[src/include/tracker_params.svh]
`ifndef TRACKER_PARAMS_SVH
`define TRACKER_PARAMS_SVH

// ==============================
// raster
// ==============================
`define FRAME_H 640
`define FRAME_V 480

// ==============================
// sub-frame grid
// ==============================
`define SUB_H 64
`define SUB_V 64
`define OVERLAP_H 32 // column pitch
`define OVERLAP_V 32 // row two stagger
`define RANGE_H 7    // columns per row

// search span and re-centring
`define SEARCH_H 224
`define SEARCH_V 224
`define MARGIN 96

// ==============================
// grading
// ==============================
`define BLUE_THRESH 16
`define RED_THRESH 90
`define RED_LIMIT 30 // red pixels per sub-frame

`endif

[src/design/pixel_pkg.sv]
`default_nettype none

package pixel_pkg;

  // one raster pixel, red in the top byte
  typedef struct packed {
    logic [7:0] red;
    logic [7:0] green;
    logic [7:0] blue;
  } rgbT;

  // colour class of a pixel
  typedef struct packed {
    logic blue;
    logic red;
  } gradeT;

endpackage

`default_nettype wire

[src/design/track_pkg.sv]
`default_nettype none

package track_pkg;

  // 1-based raster coordinate
  typedef logic [9:0] coordT;

  // coordinate / 32
  typedef logic [4:0] tileT;

  // blue count / 32
  typedef logic [7:0] sumT;

  typedef enum logic [1:0] {
    IDLE,
    SCAN,
    UPDATE
  } trackStateT;

endpackage

`default_nettype wire

[src/design/candidateSearch.sv]
`default_nettype none

`include "tracker_params.svh"

module candidateSearch
  import pixel_pkg::*;
  import track_pkg::*;
(
  input  wire logic  i_clk,
  input  wire logic  i_rst_n,
  input  wire logic  i_clear,
  input  wire coordT i_hPos,
  input  wire coordT i_vPos,
  input  wire coordT i_originH,
  input  wire coordT i_originV,
  input  wire gradeT i_grade,
  input  wire logic  i_gradeVal,
  output coordT      o_bestH,
  output coordT      o_bestV,
  output logic       o_found,
  output logic       o_scanDone,
  output logic       o_redSeen
);

  // row one at 0..6, row two at 7..13
  localparam int numSf   = 2 * `RANGE_H;
  localparam int lastCol = `RANGE_H - 1;

  coordT            startH [numSf];
  coordT            startV [numSf];
  coordT            offV   [numSf];
  sumT              sum    [numSf];
  logic [numSf-1:0] done;
  logic [numSf-1:0] redSeen;
  logic [numSf-1:0] foldOk;
  logic [numSf-1:0] foldSel;
  logic [numSf-1:0] sfClear;
  coordT            vLimit;
  sumT              maxSum;

  assign vLimit = i_originV + coordT'(`SEARCH_V);

  // ==============================
  // sub-frame grid
  // ==============================
  for (genvar k = 0; k < numSf; k++) begin : g_sf
    assign startH[k]  = i_originH + coordT'((k % `RANGE_H) * `OVERLAP_H);
    assign startV[k]  = i_originV + offV[k];
    assign foldOk[k]  = done[k] && (startV[k] <= vLimit);
    assign sfClear[k] = i_clear || foldSel[k];

    subFrameAccum u_subFrameAccum (
      .i_clk      (i_clk),
      .i_rst_n    (i_rst_n),
      .i_clear    (sfClear[k]),
      .i_hPos     (i_hPos),
      .i_vPos     (i_vPos),
      .i_startH   (startH[k]),
      .i_startV   (startV[k]),
      .i_grade    (i_grade),
      .i_gradeVal (i_gradeVal),
      .o_done     (done[k]),
      .o_sum      (sum[k]),
      .o_redSeen  (redSeen[k])
    );
  end

  // lowest index wins, so row one before row two
  always_comb begin
    foldSel = '0;
    for (int n = 0; n < numSf; n++) begin
      if (foldOk[n] && (foldSel == '0)) begin
        foldSel[n] = 1'b1;
      end
    end
  end

  // ==============================
  // running maximum and row offsets
  // ==============================
  always_ff @(posedge i_clk or negedge i_rst_n) begin
    if (!i_rst_n) begin
      maxSum  <= '0;
      o_bestH <= '0;
      o_bestV <= '0;
      for (int n = 0; n < numSf; n++) begin
        offV[n] <= coordT'((n / `RANGE_H) * `OVERLAP_V);
      end
    end else if (i_clear) begin
      maxSum <= '0; // best point kept for the outputs
      for (int n = 0; n < numSf; n++) begin
        offV[n] <= coordT'((n / `RANGE_H) * `OVERLAP_V);
      end
    end else begin
      for (int n = 0; n < numSf; n++) begin
        if (foldSel[n]) begin
          offV[n] <= offV[n] + coordT'(`SUB_V); // next window down
          if (sum[n] > maxSum) begin
            maxSum  <= sum[n];
            o_bestH <= startH[n];
            o_bestV <= startV[n];
          end
        end
      end
    end
  end

  assign o_found    = (maxSum != '0);
  assign o_scanDone = (startV[lastCol] > vLimit) || (startV[numSf-1] > vLimit);
  assign o_redSeen  = |redSeen;

endmodule

`default_nettype wire

[src/design/colorTracker.sv]
`default_nettype none

module colorTracker
  import pixel_pkg::*;
  import track_pkg::*;
(
  input  wire logic i_clk,
  input  wire logic i_rst_n,
  input  wire rgbT  i_rgb,
  input  wire logic i_pixelVal,
  input  wire logic i_start,
  input  wire logic i_hold,
  output tileT      o_pointH,
  output tileT      o_pointV,
  output logic      o_isTracking,
  output logic      o_valid
);

  gradeT grade;
  logic  gradeVal;
  coordT hPos;
  coordT vPos;
  coordT originH;
  coordT originV;
  coordT bestH;
  coordT bestV;
  logic  found;
  logic  scanDone;
  logic  redSeen;
  logic  clear;

  // ==============================
  // front end
  // ==============================
  pixelGrader u_pixelGrader (
    .i_clk      (i_clk),
    .i_rst_n    (i_rst_n),
    .i_rgb      (i_rgb),
    .i_pixelVal (i_pixelVal),
    .o_grade    (grade),
    .o_gradeVal (gradeVal)
  );

  rasterCounter u_rasterCounter (
    .i_clk      (i_clk),
    .i_rst_n    (i_rst_n),
    .i_pixelVal (i_pixelVal),
    .o_hPos     (hPos),
    .o_vPos     (vPos)
  );

  // ==============================
  // search and control
  // ==============================
  candidateSearch u_candidateSearch (
    .i_clk      (i_clk),
    .i_rst_n    (i_rst_n),
    .i_clear    (clear),
    .i_hPos     (hPos),
    .i_vPos     (vPos),
    .i_originH  (originH),
    .i_originV  (originV),
    .i_grade    (grade),
    .i_gradeVal (gradeVal),
    .o_bestH    (bestH),
    .o_bestV    (bestV),
    .o_found    (found),
    .o_scanDone (scanDone),
    .o_redSeen  (redSeen)
  );

  trackControl u_trackControl (
    .i_clk        (i_clk),
    .i_rst_n      (i_rst_n),
    .i_start      (i_start),
    .i_hold       (i_hold),
    .i_hPos       (hPos),
    .i_vPos       (vPos),
    .i_bestH      (bestH),
    .i_bestV      (bestV),
    .i_found      (found),
    .i_scanDone   (scanDone),
    .i_redSeen    (redSeen),
    .o_clear      (clear),
    .o_originH    (originH),
    .o_originV    (originV),
    .o_valid      (o_valid),
    .o_isTracking (o_isTracking)
  );

  assign o_pointH = bestH[9:5]; // tile of the tracked point
  assign o_pointV = bestV[9:5];

endmodule

`default_nettype wire

[src/design/pixelGrader.sv]
`default_nettype none

`include "tracker_params.svh"

module pixelGrader
  import pixel_pkg::*;
(
  input  wire logic  i_clk,
  input  wire logic  i_rst_n,
  input  wire rgbT   i_rgb,
  input  wire logic  i_pixelVal,
  output gradeT      o_grade,
  output logic       o_gradeVal
);

  logic [7:0] blueMinusRed;
  logic [7:0] blueMinusGreen;
  logic [7:0] redMinusBlue;
  logic [7:0] redMinusGreen;
  logic [7:0] blueDiff;
  logic [7:0] redDiff;

  // clamped channel differences
  assign blueMinusRed   = (i_rgb.blue > i_rgb.red)   ? i_rgb.blue - i_rgb.red   : 8'd0;
  assign blueMinusGreen = (i_rgb.blue > i_rgb.green) ? i_rgb.blue - i_rgb.green : 8'd0;
  assign redMinusBlue   = (i_rgb.red > i_rgb.blue)   ? i_rgb.red - i_rgb.blue   : 8'd0;
  assign redMinusGreen  = (i_rgb.red > i_rgb.green)  ? i_rgb.red - i_rgb.green  : 8'd0;

  assign blueDiff = (blueMinusRed < blueMinusGreen) ? blueMinusRed : blueMinusGreen;
  assign redDiff  = (redMinusBlue < redMinusGreen)  ? redMinusBlue : redMinusGreen;

  always_ff @(posedge i_clk or negedge i_rst_n) begin
    if (!i_rst_n) begin
      o_grade    <= '0;
      o_gradeVal <= 1'b0;
    end else begin
      o_gradeVal <= i_pixelVal;
      if (i_pixelVal && !(blueDiff != 8'd0 && blueDiff == redDiff)) begin
        o_grade.blue <= (blueDiff > 8'(`BLUE_THRESH));
        // red only when not already blue
        o_grade.red  <= (blueDiff <= 8'(`BLUE_THRESH)) && (redDiff > 8'(`RED_THRESH));
      end
    end
  end

endmodule

`default_nettype wire

[src/design/rasterCounter.sv]
`default_nettype none

`include "tracker_params.svh"

module rasterCounter
  import track_pkg::*;
(
  input  wire logic i_clk,
  input  wire logic i_rst_n,
  input  wire logic i_pixelVal,
  output coordT     o_hPos,
  output coordT     o_vPos
);

  logic lineEnd;
  logic frameEnd;

  assign lineEnd  = (o_hPos >= coordT'(`FRAME_H));
  assign frameEnd = (o_vPos >= coordT'(`FRAME_V));

  always_ff @(posedge i_clk or negedge i_rst_n) begin
    if (!i_rst_n) begin
      o_hPos <= '0; // first strobe lands on H 1
      o_vPos <= coordT'(1);
    end else if (i_pixelVal) begin
      if (!lineEnd) begin
        o_hPos <= o_hPos + coordT'(1);
      end else begin
        o_hPos <= coordT'(1);
        o_vPos <= frameEnd ? coordT'(1) : o_vPos + coordT'(1);
      end
    end
  end

endmodule

`default_nettype wire

[src/design/subFrameAccum.sv]
`default_nettype none

`include "tracker_params.svh"

module subFrameAccum
  import pixel_pkg::*;
  import track_pkg::*;
(
  input  wire logic  i_clk,
  input  wire logic  i_rst_n,
  input  wire logic  i_clear,
  input  wire coordT i_hPos,
  input  wire coordT i_vPos,
  input  wire coordT i_startH,
  input  wire coordT i_startV,
  input  wire gradeT i_grade,
  input  wire logic  i_gradeVal,
  output logic       o_done,
  output sumT        o_sum,
  output logic       o_redSeen
);

  logic [12:0] blueCnt; // up to 64*64
  logic [12:0] redCnt;
  logic [10:0] endH;
  logic [10:0] endV;
  logic        inWindow;
  logic        pastWindow;

  assign endH = {1'b0, i_startH} + 11'(`SUB_H);
  assign endV = {1'b0, i_startV} + 11'(`SUB_V);

  assign inWindow = (i_hPos >= i_startH) && ({1'b0, i_hPos} < endH) &&
                    (i_vPos >= i_startV) && ({1'b0, i_vPos} < endV);

  // below the window, or on its last line right of it
  assign pastWindow = ({1'b0, i_vPos} >= endV) ||
                      (({1'b0, i_vPos} == endV - 11'd1) && ({1'b0, i_hPos} >= endH));

  assign o_sum     = blueCnt[12:5];
  assign o_redSeen = (redCnt > 13'(`RED_LIMIT));

  always_ff @(posedge i_clk or negedge i_rst_n) begin
    if (!i_rst_n) begin
      blueCnt <= '0;
      redCnt  <= '0;
      o_done  <= 1'b0;
    end else if (i_clear) begin
      blueCnt <= '0;
      redCnt  <= '0;
      o_done  <= 1'b0;
    end else begin
      if (pastWindow) begin
        o_done <= 1'b1;
      end
      if (i_gradeVal && inWindow) begin
        blueCnt <= blueCnt + 13'(i_grade.blue);
        redCnt  <= redCnt + 13'(i_grade.red);
      end
    end
  end

endmodule

`default_nettype wire

[src/design/trackControl.sv]
`default_nettype none

`include "tracker_params.svh"

module trackControl
  import track_pkg::*;
(
  input  wire logic  i_clk,
  input  wire logic  i_rst_n,
  input  wire logic  i_start,
  input  wire logic  i_hold,
  input  wire coordT i_hPos,
  input  wire coordT i_vPos,
  input  wire coordT i_bestH,
  input  wire coordT i_bestV,
  input  wire logic  i_found,
  input  wire logic  i_scanDone,
  input  wire logic  i_redSeen,
  output logic       o_clear,
  output coordT      o_originH,
  output coordT      o_originV,
  output logic       o_valid,
  output logic       o_isTracking
);

  localparam coordT maxOriginH = coordT'(`FRAME_H - `SEARCH_H);
  localparam coordT maxOriginV = coordT'(`FRAME_V - `SEARCH_V);

  trackStateT state;
  logic       holdQ;
  logic       lastLine;
  coordT      nextH;
  coordT      nextV;

  assign lastLine = (i_vPos == coordT'(`FRAME_V));

  // best point less margin, clamped into the frame
  assign nextH = (i_bestH < coordT'(`MARGIN)) ? '0 :
                 (i_bestH - coordT'(`MARGIN) > maxOriginH) ? maxOriginH :
                 i_bestH - coordT'(`MARGIN);
  assign nextV = (i_bestV < coordT'(`MARGIN)) ? '0 :
                 (i_bestV - coordT'(`MARGIN) > maxOriginV) ? maxOriginV :
                 i_bestV - coordT'(`MARGIN);

  assign o_clear = (state != SCAN) || holdQ;

  always_ff @(posedge i_clk or negedge i_rst_n) begin
    if (!i_rst_n) begin
      state     <= IDLE;
      holdQ     <= 1'b0;
      o_valid   <= 1'b0;
      o_originH <= coordT'(`FRAME_H / 2 - 3 * `OVERLAP_H);
      o_originV <= coordT'(`FRAME_V / 2 - 3 * `OVERLAP_V);
    end else begin
      holdQ <= i_hold;
      case (state)
        IDLE: if (i_start) state <= SCAN;
        SCAN: begin
          if (holdQ) begin
            state   <= IDLE;
            o_valid <= 1'b0;
          end else if (i_scanDone) begin
            state   <= UPDATE;
            o_valid <= 1'b1;
          end else if (lastLine && i_hPos == coordT'(`FRAME_H - 1)) begin
            state <= UPDATE; // frame ran out, no point
          end
        end
        UPDATE: begin
          if (i_found) begin
            o_originH <= nextH;
            o_originV <= nextV;
          end
          if (holdQ) begin
            state   <= IDLE;
            o_valid <= 1'b0;
          end else if (lastLine && i_hPos == coordT'(`FRAME_H)) begin
            state   <= SCAN;
            o_valid <= 1'b0;
          end
        end
        default: state <= IDLE;
      endcase
    end
  end

  always_ff @(posedge i_clk or negedge i_rst_n) begin
    if (!i_rst_n) begin
      o_isTracking <= 1'b0;
    end else if (i_start) begin
      o_isTracking <= 1'b1;
    end else if (state == SCAN && (i_redSeen || holdQ)) begin
      o_isTracking <= 1'b0;
    end else if (state == UPDATE) begin
      o_isTracking <= 1'b1;
    end
  end

endmodule

`default_nettype wire

[config.mk]
export PLATFORM = sky130hd
export DESIGN_NAME = colorTracker
export DESIGN_NICKNAME = d
export VERILOG_FILES = /design/src/design/pixel_pkg.sv /design/src/design/track_pkg.sv /design/src/design/candidateSearch.sv /design/src/design/colorTracker.sv /design/src/design/pixelGrader.sv /design/src/design/rasterCounter.sv /design/src/design/subFrameAccum.sv /design/src/design/trackControl.sv
export VERILOG_INCLUDE_DIRS = /design/src /design/src/include
export SDC_FILE = /design/constraint.sdc
export NUM_CORES = 2
export LEC_CHECK = 0
export BUFFER_PORTS_ARGS = -buffer_cell sky130_fd_sc_hd__buf_2
export CELL_PAD_IN_SITES_DETAIL_PLACEMENT = 1
export CELL_PAD_IN_SITES_GLOBAL_PLACEMENT = 1
export CORE_UTILIZATION = 37
export CTS_BUF_LIST = sky130_fd_sc_hd__clkbuf_4 sky130_fd_sc_hd__clkbuf_8
export CTS_CLUSTER_SIZE = 30
export DETAILED_ROUTE_END_ITERATION = 10
export PLACE_DENSITY = 0.64
export SYNTH_ARGS = -nofsm -noshare
export SYNTH_HDL_FRONTEND = slang
export SYNTH_SLANG_ARGS = --single-unit
[constraint.sdc]
create_clock -name i_clk -period 4.9 [get_ports i_clk]
set_input_delay 0.245 -clock i_clk [delete_from_list [all_inputs] [get_ports i_clk]]
set_output_delay 0.245 -clock i_clk [all_outputs]
set_load 0.1 [all_outputs]
==> reports/summary.md <==
The run finished with clean final reports. The register share of total power is 0.359. The count of buffers added on input and output ports is 40.

Endpoint class of the critical path: a flop. The run gives 55300 µm² as the final design area excluding fillers. The compound-gate portion of the synthesized area works out to 0.173. The worst setup path is launched from a flop. The worst-case IR drop observed on VDD is 0.000215 V.

The worst setup path is of the flop to flop kind. The synthesized design contains 0 enable-type register cells. Summed over all nets, the switching power comes to 4.63 mW.

Summing all multi-input logic gate instances after layout gives 32900 µm². Worst setup skew after layout: 0.0605 ns. Most instantiated library cell after synthesis: ha_1. By area the synthesized netlist is led by dfrtp_1, ha_1, xnor2_1. The core occupancy in the finished layout is 0.432, and the via count of the routed design is 46400. In this run the static leakage power is 24.8 nW. The tools report the number of antenna violations at the first check in global routing as 11.

The slowest stage of the critical path is the dfstp_2 cell. Count of standard-cell rows: 131. In the synthesized netlist the dominant register cell turns out to be dfrtp_1. Placed cell count: 7582. The max-slew violation total from the final report was 0. Fraction of layout cells with a size suffix above 1: 0.131.

The logs give 0.399 for the clock network power share and 131000 µm² for the full die area. The estimated wirelength of the detail-placed design is 151000 µm, and the global router's overall resource usage is 0.293. The tools report the global routing usage on met1 as 0.383. At the pin with the least slew margin, the transition time is 1.18 ns. CTS placed an instance of clkbuf_8 at the clock tree root.

The tools report the peak clock frequency supported by timing as 208 MHz. Traced cell by cell, the critical path runs through nand2b_1 > and2_1 > nor2_1 > nor2_1 > buf_4 > ha_1 > and4_1 > a32oi_1 > o21ai_2 > or2_1 > buf_4 > or3_1 > or3_4 > and3_4 > a41o_1 > buf_12 > mux2_4. The internal portion of the total power is 8.16 mW. The via count normalized by instance count was 5.95.

The commonest cells after synthesis are ha_1, dfrtp_1, nor2_1. The met3 demand-to-capacity share in global routing was 0.0411. Yosys printed 0 warnings. The number of different library cells used by synthesis comes to 106. Pin placement for this block handled 41 I/O pins.

For this run, design rule violations remaining after detail routing come to 0. At the end of routability-driven placement, the weighted congestion stood at 0.985. For the via count of the first global-routing pass, the log shows 47100.

For the number of failing hold endpoints at the final stage, the log shows 0. For the worst setup path, the data required time is 5.64 ns. The fraction of the mapped netlist area in simple logic gates came out at 0.228. The largest area contributor in the synthesized netlist was dfrtp_1.

After global routing the overflow that remains totals 0. The residual antenna-violating net count after detailed routing was 0; the adder and majority gate portion of the synthesized area was 0.164. The power density over cell area is 231 nW/µm².

Most used routing layer: met2. The headroom to the max-slew limit was 0.215. Sequential share of the synthesized area: 0.271.

Registers take 13000 µm². The delay of the slowest critical-path stage works out to 0.64 ns. The first detailed-routing pass took 8 iterations. The area share of the largest cell type after synthesis was 0.264; the proportion of register bits with asynchronous set or reset after synthesis was 1.00.

The clock passes through at most 3 buffers. The worst path needs 4.81 ns of the cycle, external delays included. TritonCTS built the clock tree. For the worst setup path, the data arrival time is 5.54 ns. The mux cell area share after synthesis is 0.0305.

The floorplan step set the die width to 361 µm. Detailed-route wire length: 193000 µm. Setup violations remaining at the end of the flow were counted as 0. The highest fanout seen on the critical path is 8, and the post-synthesis average cell area is 8.39 µm². The detailed-route wire length per cell works out to 24.8 µm. The post-synthesis xor/xnor area fraction was 0.0856. The area growth from synthesis to layout is 15.7%. Main combinational cell family by area after synthesis: simple AND/OR/NAND/NOR gates. The tools report the effective utilization at floorplan as 0.374.

In this run the number of H-tree levels came out at 3. The class of the tightest hold or removal check is primary input to flop. The synthesized design contains 517 register bits. The run gives 294000 µm as the wire length of the first global-routing pass. Setup repair after global routing could not meet its margin everywhere. The tools report the fill cell total of the finished layout as 15300. The detailed router finished its first iteration with 3446 violations.

The tools report the final sum of negative setup slack as 0 ns. The area of the mapped netlist was 47800 µm²; the area inside the core boundary was 128000 µm². The run gives 52700 µm² as the area of placed instances. The sink count of the clock tree is 517.

Leaving out filler cells and counting taps, the final layout contains 7799. The fraction of power consumed by combinational cells came out at 0.243. Across the run, the number of max-cap violations was 0.

For the later-pin clock latency in the skew report, the log shows 0.90 ns. Height of the die: 361 µm. The clock slew seen by the registers of the worst setup and hold paths works out to 0.06 ns. For this run, the post-layout net count is 6696. Switching share of power: 0.362. Counting the buffers created by CTS gives 104.

The gate count of the mapped netlist was 5692; the share of the clock period used by the worst path was 0.981. Entering global routing, the biggest net connects 125 pins. The run gives 0.482 as the met2 track utilization from global routing.
## per-stage QoR
stage	hold WS [ns]	worst slack (ns)	total power [mW]
floorplan	-0.0506	0.0279	6.50
global placement	0.347	0.0611	7.68
detailed placement	0.349	0.0618	7.72
CTS	0.0810	0.0576	12.9
global route	0.156	-0.0217	13.4
finish	0.155	0.0907	12.8
## worst max-delay path, delay by kind of cell (launching register included)
| family | cells | cell delay, ns |
|---|---|---|
| buffers and inverters | 3 | 0.65 |
| and+or+nand+nor | 9 | 2.16 |
| AOI/OAI and AO/OA | 3 | 0.64 |
| muxes | 1 | 0.30 |
| adders and majority gates | 1 | 0.28 |
| DFF | 1 | 0.64 |
## per-layer routing
layer / share of wire / routed length (µm)
met2: 0.46 / 88900
met5: 0.00020 / 38
met3: 0.051 / 9770
met4: 0.046 / 8830
met1: 0.44 / 85800
## cell families (layout without fill, tap and decap cells)
family,after synthesis,after routing
xor gates and xnor gates,467,467
and+or+nand+nor,2120,2120
muxes,127,127
other,2,30
DFF,517,517
buffers and inverters,558,975
AOI/OAI and AO/OA,1277,1277
adders and majority gates,624,624
## power by group through the flow
stage / Combinational, mW / Sequential (mW) / Clock [mW]
floorplan: 1.93 / 4.57 / 0
global placement: 3.02 / 4.66 / 0
detailed placement: 3.06 / 4.66 / 0
CTS: 3.09 / 4.58 / 5.25
global route: 3.36 / 4.59 / 5.42
finish: 3.10 / 4.59 / 5.10
## final timing paths
path                                                         start                                                      endpoint  slack [ns]  depth (start not counted)
max                        u_trackControl.o_originV[7]$_DFFE_PN1P_                      u_candidateSearch.o_bestH[4]$_DFFE_PN0P_        0.09                         17
min                                                        i_start                       u_trackControl.o_isTracking$_DFFE_PN0P_        0.16                          4
max reg2reg                u_trackControl.o_originV[7]$_DFFE_PN1P_                      u_candidateSearch.o_bestH[4]$_DFFE_PN0P_        0.09                         17
min reg2reg                  u_candidateSearch.offV[5]$_DFFE_PN1P_                         u_candidateSearch.offV[5]$_DFFE_PN1P_        0.50                          1
max in group asynchronous                                  i_rst_n  u_candidateSearch.g_sf[4].u_subFrameAccum.o_done$_DFFE_PN0P_        2.93                          4
min in group asynchronous                                  i_rst_n                                                     async pin        0.52                          3
## flip-flops by register name (all words and copies together), names as in the netlist
register                                        cells
u_candidateSearch.g_sf.u_subFrameAccum.blueCnt    182
u_candidateSearch.g_sf.u_subFrameAccum.o_done      14
u_candidateSearch.g_sf.u_subFrameAccum.redCnt     182
u_candidateSearch.maxSum                            8
u_candidateSearch.o_bestH                          10
u_candidateSearch.o_bestV                          10
u_candidateSearch.offV                             63
u_pixelGrader.o_grade                               2
u_pixelGrader.o_gradeVal                            1
u_rasterCounter.o_hPos                             10
u_rasterCounter.o_vPos                             10
u_trackControl.holdQ                                1
u_trackControl.o_isTracking                         1
u_trackControl.o_originH                           10
u_trackControl.o_originV                           10
u_trackControl.o_valid                              1
u_trackControl.state                                2
## cell usage in the layout, fill, tap and decap left out, drive strengths merged, types with 20 or more instances in the layout
cell and count:
ha 620, dfrtp 504, nor2 470, buf 460
nand2 401, a21oi 376, inv 326, xnor2 303
nand3 285, o21ai 271, nand4 170, nor3 167
xor2 164, clkbuf 164, and3 120, nor4 104
mux2i 100, or3 100, a21o 87, or4 67
o31ai 60, and2 51, o21a 48, o211ai 45
nand2b 44, a31oi 43, a211oi 43, o22ai 42
nor2b 36, o21bai 27, and4 24, a22o 22
a22oi 21, a2111oi 21, or2 20
## what timing repair did
| item | in CTS | in global routing |
|---|---|---|
| hold buffers | 7 | 0 |
| gates resized for setup | 0 | 29 |
| setup buffers | 0 | 10 |
| setup endpoints to repair | 0 | 118 |
| endpoints found under the hold margin | 104 | 0 |
## cell type report
type,count,share of cell area
Multi-Input combinational cell,4634,0.595
Sequential cell,517,0.234
Timing Repair Buffer,467,0.0691
Tap cell,1662,0.0376
Clock buffer,164,0.0368
Inverter,319,0.0217
Clock inverter,25,0.00514
Antenna cell,11,0.000498
Note: power is estimated with default switching activity, not from simulation.
